**src/source/wfd_settings.svh**
```systemverilog
// shared constants for the wfd readout core, included by every rtl file that needs them
`ifndef WFD_SETTINGS_SVH
`define WFD_SETTINGS_SVH

// trigger fanout
`define WFD_NUM_CHAN 5             // channel fpga trigger lines
`define WFD_TRIG_WIDTH_DEFAULT 4   // pulse length after reset, in clk125 cycles

// daq framing
`define WFD_HEADER_TAG 32'h00005a57 // low half of every header word

// ipbus register map, word addresses
`define WFD_ADDR_CTRL   24'h000000 // bit 0 fires a trigger, self clearing
`define WFD_ADDR_WIDTH  24'h000001 // trigger width, 4 bits
`define WFD_ADDR_TRIGS  24'h000002 // trigger writes seen
`define WFD_ADDR_EVENTS 24'h000003 // completed events
`define WFD_ADDR_STATUS 24'h000004 // bit 0 busy, bit 1 daq_ready

`endif

```
**src/source/wfd_pkg.sv**
```systemverilog
// types shared by the readout rtl and its testbench, compiled ahead of every importing module
package wfd_pkg;

    // readout sequencer states
    typedef enum logic [2:0] {
        IDLE,    // waiting for a software trigger
        FIRE,    // one cycle, trigger pulse starts
        HEADER,  // header held off by almost_full
        DATA,    // channel beats packed into daq words
        TRAILER  // closing word with beat count
    } readout_state_t;

    // command from sequencer to packer, one per cycle
    typedef enum logic [1:0] {
        PK_NONE,
        PK_HEADER,
        PK_DATA,
        PK_TRAILER
    } pack_op_t;

    // one beat of the channel axi stream
    typedef struct packed {
        logic [31:0] tdata;
        logic        tlast; // final beat of the event
    } chan_beat_t;

    // one word toward the amc13 daq link
    typedef struct packed {
        logic [63:0] data;
        logic        header;  // first word of an event
        logic        trailer; // last word of an event
    } daq_word_t;

endpackage

```
**src/source/wfd_regs.sv**
```systemverilog
// ipbus register slave for trigger control and readout status, instantiated once in wfd_top
`timescale 1ns/100ps
`include "wfd_settings.svh"

module wfd_regs (
    input  logic        clk125,
    input  logic        reset,
    input  logic        ipb_strobe,
    input  logic        ipb_write,
    input  logic [23:0] ipb_addr,
    input  logic [31:0] ipb_wdata,
    output logic [31:0] ipb_rdata,
    output logic        ipb_ack,
    input  logic        busy,        // readout sequencer not idle
    input  logic        daq_ready,   // daq link is up
    input  logic [31:0] event_count, // completed events from readout_fsm
    output logic        trig_req,    // one cycle, same edge as ack
    output logic [3:0]  trig_width   // trigger pulse length, never 0
);
    logic        access;     // first strobe cycle of a transfer
    logic        trig_write; // software trigger in this access
    logic        width_write;
    logic [3:0]  width_reg;
    logic [31:0] trig_count;
    logic [31:0] read_mux;

    // master holds strobe through the ack cycle, so mask it there
    assign access      = ipb_strobe & ~ipb_ack;
    assign trig_write  = access & ipb_write & (ipb_addr == `WFD_ADDR_CTRL) & ipb_wdata[0];
    assign width_write = access & ipb_write & (ipb_addr == `WFD_ADDR_WIDTH);
    assign trig_width  = width_reg;

    // read decode
    always_comb begin
        case (ipb_addr)
            `WFD_ADDR_WIDTH:  read_mux = {28'd0, width_reg};
            `WFD_ADDR_TRIGS:  read_mux = trig_count;
            `WFD_ADDR_EVENTS: read_mux = event_count;
            `WFD_ADDR_STATUS: read_mux = {30'd0, daq_ready, busy};
            default:          read_mux = 32'd0; // ctrl reads back 0, as do holes in the map
        endcase
    end

    always_ff @(posedge clk125) begin
        if (reset) begin
            ipb_ack    <= 1'b0;
            trig_req   <= 1'b0;
            width_reg  <= 4'(`WFD_TRIG_WIDTH_DEFAULT);
            trig_count <= 32'd0;
        end else begin
            ipb_ack  <= access;     // single cycle ack, one after the first strobe
            trig_req <= trig_write; // self clearing
            if (trig_write) begin
                trig_count <= trig_count + 32'd1; // counted even if the sequencer drops it
            end
            if (width_write) begin
                // zero would give no pulse at all, so clamp to one cycle
                width_reg <= (ipb_wdata[3:0] == 4'd0) ? 4'd1 : ipb_wdata[3:0];
            end
        end
    end

    // read data, valid in the ack cycle
    always_ff @(posedge clk125) begin
        if (access & ~ipb_write) begin
            ipb_rdata <= read_mux;
        end
    end

endmodule

```
**src/source/trigger_fanout.sv**
```systemverilog
// stretches the one-cycle fire strobe into a programmable pulse on every channel trigger line
`timescale 1ns/100ps
`include "wfd_settings.svh"

module trigger_fanout (
    input  logic                     clk125,
    input  logic                     reset,
    input  logic                     fire,       // one cycle from readout_fsm
    input  logic [3:0]               trig_width, // pulse length in cycles, 1 to 15
    output logic [`WFD_NUM_CHAN-1:0] acq_trigs   // to the channel fpgas
);
    logic [3:0] count; // cycles of pulse left

    always_ff @(posedge clk125) begin
        if (reset) begin
            count <= 4'd0;
        end else if (fire) begin
            count <= trig_width; // a new fire restarts the pulse
        end else if (count != 4'd0) begin
            count <= count - 4'd1;
        end
    end

    // all channels see the same pulse
    assign acq_trigs = {`WFD_NUM_CHAN{count != 4'd0}};

endmodule

```
**src/source/readout_fsm.sv**
```systemverilog
// readout sequencer that takes triggers, steps the packer through one event and counts events
`timescale 1ns/100ps

module readout_fsm (
    input  logic              clk125,
    input  logic              reset,
    input  logic              trig_req,        // software trigger from wfd_regs
    input  logic              daq_ready,       // link up, else triggers are dropped
    input  logic              daq_almost_full, // hold off header and trailer
    input  logic              beat_last,       // packer took the tlast beat
    output logic              fire,            // starts the trigger pulse
    output wfd_pkg::pack_op_t pack_op,         // word request to daq_packer
    output logic [31:0]       event_num,       // header number and software count
    output logic              busy
);
    import wfd_pkg::*;

    readout_state_t state;
    readout_state_t next_state;
    logic [31:0]    event_count;
    logic           trailer_sent;

    always_ff @(posedge clk125) begin
        if (reset) begin
            state <= IDLE;
        end else begin
            state <= next_state;
        end
    end

    // next state and packer command
    always_comb begin
        next_state = state;
        pack_op    = PK_NONE;
        case (state)
            IDLE: begin
                if (trig_req & daq_ready) begin
                    next_state = FIRE; // otherwise the request is lost
                end
            end
            FIRE: begin
                // header goes out alongside the pulse start when the link has room
                if (!daq_almost_full) begin
                    pack_op    = PK_HEADER;
                    next_state = DATA;
                end else begin
                    next_state = HEADER;
                end
            end
            HEADER: begin
                if (!daq_almost_full) begin
                    pack_op    = PK_HEADER;
                    next_state = DATA;
                end
            end
            DATA: begin
                pack_op = PK_DATA; // packer gates ready with almost_full itself
                if (beat_last) begin
                    next_state = TRAILER;
                end
            end
            TRAILER: begin
                if (!daq_almost_full) begin
                    pack_op    = PK_TRAILER;
                    next_state = IDLE;
                end
            end
            default: next_state = IDLE;
        endcase
    end

    assign trailer_sent = (state == TRAILER) & ~daq_almost_full;

    // event counter, bumps on the trailer edge
    always_ff @(posedge clk125) begin
        if (reset) begin
            event_count <= 32'd0;
        end else if (trailer_sent) begin
            event_count <= event_count + 32'd1;
        end
    end

    assign fire      = (state == FIRE);
    assign busy      = (state != IDLE);
    assign event_num = event_count; // header and trailer carry the pre-increment value

endmodule

```
**src/source/daq_packer.sv**
```systemverilog
// packs 32-bit channel beats into framed 64-bit daq words under command of readout_fsm
`timescale 1ns/100ps
`include "wfd_settings.svh"

module daq_packer (
    input  logic                clk125,
    input  logic                reset,
    input  wfd_pkg::pack_op_t   pack_op,
    input  logic [31:0]         event_num,
    input  logic                daq_almost_full,
    input  wfd_pkg::chan_beat_t chan_rx,
    input  logic                chan_rx_valid,
    output logic                chan_rx_ready,
    output wfd_pkg::daq_word_t  daq_out,
    output logic                daq_valid,
    output logic                beat_last // tlast beat taken this cycle
);
    import wfd_pkg::*;

    logic        accept;     // beat transfer this cycle
    logic        have_hi;    // first beat of a pair is waiting
    logic [31:0] hi_word;
    logic [31:0] beat_count; // beats of the current event
    daq_word_t   next_word;
    logic        next_valid;

    assign chan_rx_ready = (pack_op == PK_DATA) & ~daq_almost_full;
    assign accept        = chan_rx_valid & chan_rx_ready;
    assign beat_last     = accept & chan_rx.tlast;

    // word builder
    always_comb begin
        next_word  = '0;
        next_valid = 1'b0;
        case (pack_op)
            PK_HEADER: begin
                next_word.data   = {event_num, `WFD_HEADER_TAG};
                next_word.header = 1'b1;
                next_valid       = ~daq_almost_full;
            end
            PK_DATA: begin
                if (have_hi) begin
                    next_word.data = {hi_word, chan_rx.tdata}; // first beat in the high half
                end else begin
                    next_word.data = {chan_rx.tdata, 32'd0};   // odd final beat, zero pad
                end
                next_valid = accept & (have_hi | chan_rx.tlast);
            end
            PK_TRAILER: begin
                next_word.data    = {event_num, beat_count};
                next_word.trailer = 1'b1;
                next_valid        = ~daq_almost_full;
            end
            default: next_valid = 1'b0;
        endcase
    end

    always_ff @(posedge clk125) begin
        if (reset) begin
            daq_valid  <= 1'b0;
            have_hi    <= 1'b0;
            beat_count <= 32'd0;
        end else begin
            daq_valid <= next_valid;
            if (pack_op == PK_HEADER) begin
                have_hi    <= 1'b0;  // fresh event
                beat_count <= 32'd0;
            end else if (accept) begin
                have_hi    <= ~have_hi & ~chan_rx.tlast;
                beat_count <= beat_count + 32'd1;
            end
        end
    end

    // payload
    always_ff @(posedge clk125) begin
        if (next_valid) begin
            daq_out <= next_word;
        end
        if (accept & ~have_hi) begin
            hi_word <= chan_rx.tdata;
        end
    end

endmodule

```
**src/source/wfd_top.sv**
```systemverilog
// top level of the readout core, wiring register slave, trigger fanout, sequencer and packer
`timescale 1ns/100ps
`include "wfd_settings.svh"

module wfd_top (
    input  logic                     clk125, // whole core runs here
    input  logic                     reset,
    // ipbus slave
    input  logic                     ipb_strobe,
    input  logic                     ipb_write,
    input  logic [23:0]              ipb_addr,
    input  logic [31:0]              ipb_wdata,
    output logic [31:0]              ipb_rdata,
    output logic                     ipb_ack,
    // channel stream in
    input  wfd_pkg::chan_beat_t      chan_rx,
    input  logic                     chan_rx_valid,
    output logic                     chan_rx_ready,
    // amc13 daq link
    output wfd_pkg::daq_word_t       daq_out,
    output logic                     daq_valid,
    input  logic                     daq_ready,
    input  logic                     daq_almost_full,
    // triggers to channel fpgas
    output logic [`WFD_NUM_CHAN-1:0] acq_trigs
);
    import wfd_pkg::*;

    logic        trig_req;   // regs to sequencer
    logic        fire;       // sequencer to fanout
    logic        busy;
    logic        beat_last;  // packer back to sequencer
    logic [3:0]  trig_width;
    logic [31:0] event_num;
    pack_op_t    pack_op;

    wfd_regs regs (
        .clk125      (clk125),
        .reset       (reset),
        .ipb_strobe  (ipb_strobe),
        .ipb_write   (ipb_write),
        .ipb_addr    (ipb_addr),
        .ipb_wdata   (ipb_wdata),
        .ipb_rdata   (ipb_rdata),
        .ipb_ack     (ipb_ack),
        .busy        (busy),
        .daq_ready   (daq_ready),
        .event_count (event_num), // software reads the same counter
        .trig_req    (trig_req),
        .trig_width  (trig_width)
    );

    trigger_fanout ct (
        .clk125     (clk125),
        .reset      (reset),
        .fire       (fire),
        .trig_width (trig_width),
        .acq_trigs  (acq_trigs)
    );

    readout_fsm seq (
        .clk125          (clk125),
        .reset           (reset),
        .trig_req        (trig_req),
        .daq_ready       (daq_ready),
        .daq_almost_full (daq_almost_full),
        .beat_last       (beat_last),
        .fire            (fire),
        .pack_op         (pack_op),
        .event_num       (event_num),
        .busy            (busy)
    );

    daq_packer pack (
        .clk125          (clk125),
        .reset           (reset),
        .pack_op         (pack_op),
        .event_num       (event_num),
        .daq_almost_full (daq_almost_full),
        .chan_rx         (chan_rx),
        .chan_rx_valid   (chan_rx_valid),
        .chan_rx_ready   (chan_rx_ready),
        .daq_out         (daq_out),
        .daq_valid       (daq_valid),
        .beat_last       (beat_last)
    );

endmodule

```
**config.mk**
```make
export PLATFORM = sky130hd
export DESIGN_NAME = wfd_top
export DESIGN_NICKNAME = d
export VERILOG_FILES = /design/src/source/wfd_pkg.sv /design/src/source/wfd_regs.sv /design/src/source/trigger_fanout.sv /design/src/source/readout_fsm.sv /design/src/source/daq_packer.sv /design/src/source/wfd_top.sv
export VERILOG_INCLUDE_DIRS = /design/src /design/src/source
export SDC_FILE = /design/constraint.sdc
export NUM_CORES = 1
export LEC_CHECK = 0
export ABC_AREA = 1
export BUFFER_PORTS_ARGS = -buffer_cell sky130_fd_sc_hd__buf_4
export CORE_UTILIZATION = 30
export DETAILED_ROUTE_END_ITERATION = 10
export HOLD_SLACK_MARGIN = 0.06
export SKIP_LAST_GASP = 1
export SYNTH_ARGS = -nofsm -noshare
export SYNTH_HDL_FRONTEND = slang
export SYNTH_HIERARCHICAL = 1
export SYNTH_SLANG_ARGS = --single-unit
```
**constraint.sdc**
```tcl
create_clock -name clk125 -period 4.5 [get_ports clk125]
set_input_delay 0.675 -clock clk125 [delete_from_list [all_inputs] [get_ports clk125]]
set_output_delay 0.675 -clock clk125 [all_outputs]
set_load 0.02 [all_outputs]
```
==> qor.txt <==
=================================================================================================
Unrepaired setup endpoints after global routing                                                no
RD Place Congestion                                                                        0.9298
Highest-count cells in the layout ignoring fill and taps                             sky130_fd_sc_hd__nand2_1 (343), sky130_fd_sc_hd__nor2_1 (237), sky130_fd_sc_hd__inv_1 (196), sky130_fd_sc_hd__buf_4 (180), sky130_fd_sc_hd__edfxtp_1 (130)
Initial cell density of the core                                                           0.3043
Max-capacitance violation count                                                                 0
Vias after detailed routing                                                                10,898
Number of iterations in the first detailed-routing pass                                         5
DR top layer                                                                                 met4
Share of total power in combinational logic                                                 0.179
Hold WC Path Type                                                                    input port to flop
Clock transition at path regs                                                             0.06 ns
Growth of design area from synthesis to finish                                             23.62%
Worst slew margin                                                                          0.2299
Per-cell routed wire length                                                              15.79 um
Die Width                                                                                203.0 um
Die H                                                                                    203.0 um
Complex-gate fraction of the synthesized area                                             0.08911
Proportion of layout cells with a drive suffix above 1                                     0.1701
Hold path startpoint                                                                  chan_rx[18]
Boundary Pins                                                                                 202
CP Max Fanout                                                                                   6
Placeable core area                                                                  0.03982 mm^2
Multiplexer share of the synthesized area                                                       0
Final antenna-violating net count                                                               0
Ordered cell list for the critical path                                              inv_1, nor3_1, inv_1, a31oi_4, inv_1, nand3_1, inv_1, buf_4
Diode count                                                                                     0
Cell internal pwr                                                                      0.004603 W
Net Sw Frac                                                                                0.2782
Hold path endpoint                                                                   pack/hi_word[17]$_DFFE_PP_
Most numerous cell on the critical path                                              sky130_fd_sc_hd__inv_1
Number of instances in the placed design                                                    2,198
Layout Cell Area excl Fill                                                           0.01498 mm^2
Depth of the worst register-to-register path                                                    7
Clock network latency to the later pin of the worst-skew pair                             0.55 ns
Final clock skew                                                                       0.01535 ns
Family with the most delay on the worst path                                         simple AND/OR/NAND/NOR gates
Final Non-Filler Cells                                                                      2,248
Worst IR drop on VDD                                                                  0.0002456 V
Share of power burned in the clock network                                                  0.412
Number of remaining DRC errors                                                                  0
Hold Fails Final Rpt                                                                            0
Post-cts hold buffer count                                                                      0
Simple logic cell fraction of the synthesized area                                         0.3106
Placement-stage cell area                                                            0.01391 mm^2
Slowest cell on the critical path                                                    sky130_fd_sc_hd__nor3_1
Xor and xnor area share after synthesis                                                  0.003614
Share of the clock period used by the worst path                                           0.7585
Data arrival time of the critical path                                                    2.74 ns
Wl on met1                                                                              16,290 um
Tot GR Track Use                                                                           0.1707
Starting DRT DRC Count                                                                        868
Top flip-flop cell by instance count after synthesis                                 sky130_fd_sc_hd__edfxtp_1
Final HPWL DP                                                                           26,040 um
CTS buffer count                                                                               27
R2R Path End                                                                         pack/daq_out[20]$_DFFE_PP_
Worst Setup End Kind                                                                   output pin
Setup violators final                                                                           0
Wire length on met2                                                                     16,250 um
Minimum clock period after layout                                                        3.413 ns
Critical path type                                                                   flop to output pin
Reported leakage power                                                                   5.816 nW
Vias per cell                                                                               4.848
Endpoint required time on the critical path                                               3.83 ns
Post-CTS setup buffers                                                                          0
Std cell rows                                                                                  73
Via count of the first global-routing pass                                                 10,024
Synth warn                                                                                      6
Number of distinct library cell variants in the gate-level netlist after synthesis             45
Pre-CTS setup slack                                                                      1.497 ns
Crit path buffers/inverters                                                                     5
Adder and majority cell fraction of the synthesized area                                 0.005163
Transition time at the pin with the least slew margin                                    1.151 ns
Main combinational cell family by area after synthesis                               simple AND/OR/NAND/NOR gates
Post-synthesis cell area                                                             0.01212 mm^2
Flip-flop and latch count after synthesis                                                     241
Global-route wire length before repair                                                  55,700 um
Synthesized area per cell                                                              7.864 um^2
Fin nets                                                                                    1,803
Remaining global-route overflow                                                                 0
Clock sink total                                                                              241
Clock root cell                                                                      sky130_fd_sc_hd__clkbuf_16
Highest cell delay on the worst timing path                                               0.59 ns
Count of filler cells inserted in the layout                                                4,082
Number of antenna violations at the first check in global routing                               0
Max H-tree Level                                                                                1
Power Density                                                                        425.6 mW/mm^2
Flop pwr share                                                                              0.409
Total met3 wirelength after detailed routing                                              2460 um
Net Count, Synth                                                                            1,642
Launching point of the worst reg2reg path                                            seq/state[0]$_SDFFE_PP0P_
Number of standard cells after synthesis                                                    1,541
Total of buffers placed on input and output ports                                             173
Total routed wirelength                                                                 35,510 um
Most common library cell in the layout ignoring fill and taps                        sky130_fd_sc_hd__nand2_1
Ys async rst share                                                                              0
Switching component of the power                                                       0.001774 W
TritonCTS clock tree                                                                         done
Proportion of synthesized chip area in sequential cells                                    0.5055
Highest clock rate                                                                      293.0 MHz
Pin count of the biggest net entering global routing                                           63
Number of pins with negative max-slew slack in the final report                                 0
Flop2flop setup slack                                                                     1.48 ns
Result of the run                                                                       completed
Launching element type of the critical path                                                  flop
Number of resized instances in the post-cts repair step                                         0
Source of the critical timing path                                                   seq/state[0]$_SDFFE_PP0P_
Accumulated negative setup slack                                                             0 ns
Count of flip-flops with a built-in enable after synthesis                                    130
Final core utilization                                                                     0.3762
Slack of the critical path                                                               1.087 ns
Maximum clock insertion buffer count                                                            3
Total Die Area                                                                       0.04120 mm^2
Hold Path Cell Cnt                                                                              1
=================================================================================================
worst max-delay path by stage:
stage | slack [ns] | to | depth (start not counted)
2_1_floorplan | 0.77 | pack/daq_out[0]$_DFFE_PP_ | 11
3_3_place_gp | 1.54 | pack/daq_out[5]$_DFFE_PP_ | 7
3_5_place_dp | 1.50 | pack/daq_out[5]$_DFFE_PP_ | 7
4_1_cts | 1.10 | chan_rx_ready | 8
5_1_grt | 0.86 | chan_rx_ready | 8
6_report | 1.09 | chan_rx_ready | 8
flip-flops by register name (all words and copies together), names as in the netlist, 3 cells and up:
register         count
pack/hi_word        32
seq/event_num       32
regs/ipb_rdata      32
regs/trig_width      4
ct/count             4
regs/trig_count     32
seq/state            3
pack/daq_out        66
pack/beat_count     32
synthesized netlist by cell type, types with 3 or more instances:
cell type	instances	area, um^2
sky130_fd_sc_hd__nand2_1	344	1291
sky130_fd_sc_hd__nor2_1	239	897.1
sky130_fd_sc_hd__inv_1	196	735.7
sky130_fd_sc_hd__edfxtp_1	130	3904
sky130_fd_sc_hd__nand3_1	121	605.6
sky130_fd_sc_hd__dfxtp_1	111	2222
sky130_fd_sc_hd__o21ai_0	99	495.5
sky130_fd_sc_hd__nand4_1	48	300.3
sky130_fd_sc_hd__o21ai_1	40	200.2
sky130_fd_sc_hd__a21oi_1	38	190.2
sky130_fd_sc_hd__nor3_1	25	125.1
sky130_fd_sc_hd__clkbuf_1	22	82.58
sky130_fd_sc_hd__nor2_2	14	87.58
sky130_fd_sc_hd__nor2_4	13	146.4
sky130_fd_sc_hd__buf_4	10	75.07
sky130_fd_sc_hd__o211ai_1	9	67.56
sky130_fd_sc_hd__buf_1	8	30.03
sky130_fd_sc_hd__nand2_2	8	50.05
sky130_fd_sc_hd__buf_6	6	67.56
sky130_fd_sc_hd__inv_2	6	22.52
sky130_fd_sc_hd__ha_1	5	62.56
sky130_fd_sc_hd__nand3_2	5	50.05
sky130_fd_sc_hd__nand3b_1	5	37.54
sky130_fd_sc_hd__buf_2	4	20.02
sky130_fd_sc_hd__a32o_1	3	30.03
sky130_fd_sc_hd__nor2_8	3	60.06
sky130_fd_sc_hd__nor3_2	3	30.03
sky130_fd_sc_hd__xor2_1	3	26.28
power groups by stage:
stage / clock network [W] / registers (W) / logic [W]
final: 0.00263 / 0.00261 / 0.00114
after global routing: 0.00277 / 0.00263 / 0.00125
after CTS: 0.00268 / 0.00262 / 0.00115
after detailed placement: 0 / 0.00266 / 0.00115
after global placement: 0 / 0.00266 / 0.00113
after floorplan: 0 / 0.00278 / 0.000585
cell type report:
type	instances	area (um^2)	area share
Clock inverter	21	372.9	0.02489
Sequential cell	241	6127	0.4090
Inverter	204	767.0	0.05120
Timing Repair Buffer	182	1391	0.09288
Clock buffer	29	693.2	0.04627
Tap cell	525	656.9	0.04385
Multi-Input combinational cell	1046	4972	0.3319
stage by stage:
stage,hold WS [ns],total power (W)
after floorplan,0.4569,0.003364
after global placement,0.4884,0.003792
after detailed placement,0.4935,0.003805
after CTS,0.2979,0.006447
after global routing,0.2958,0.006643
final,0.3204,0.006376
routing by layer:
layer / GRT usage / vias up
met5: 0 / -
met3: 0.02424 / 39
met1: 0.2434 / 5061
met4: 0.02873 / 0
li1: - / 5397
met2: 0.2765 / 401
logic make-up after synthesis:
kind of cell | after synthesis
buf+inv | 254
xor+xnor | 5
simple gates | 835
flops | 241
compound gates | 201
fa+ha+maj | 5
No activity file was read; power rests on OpenSTA's default activity.
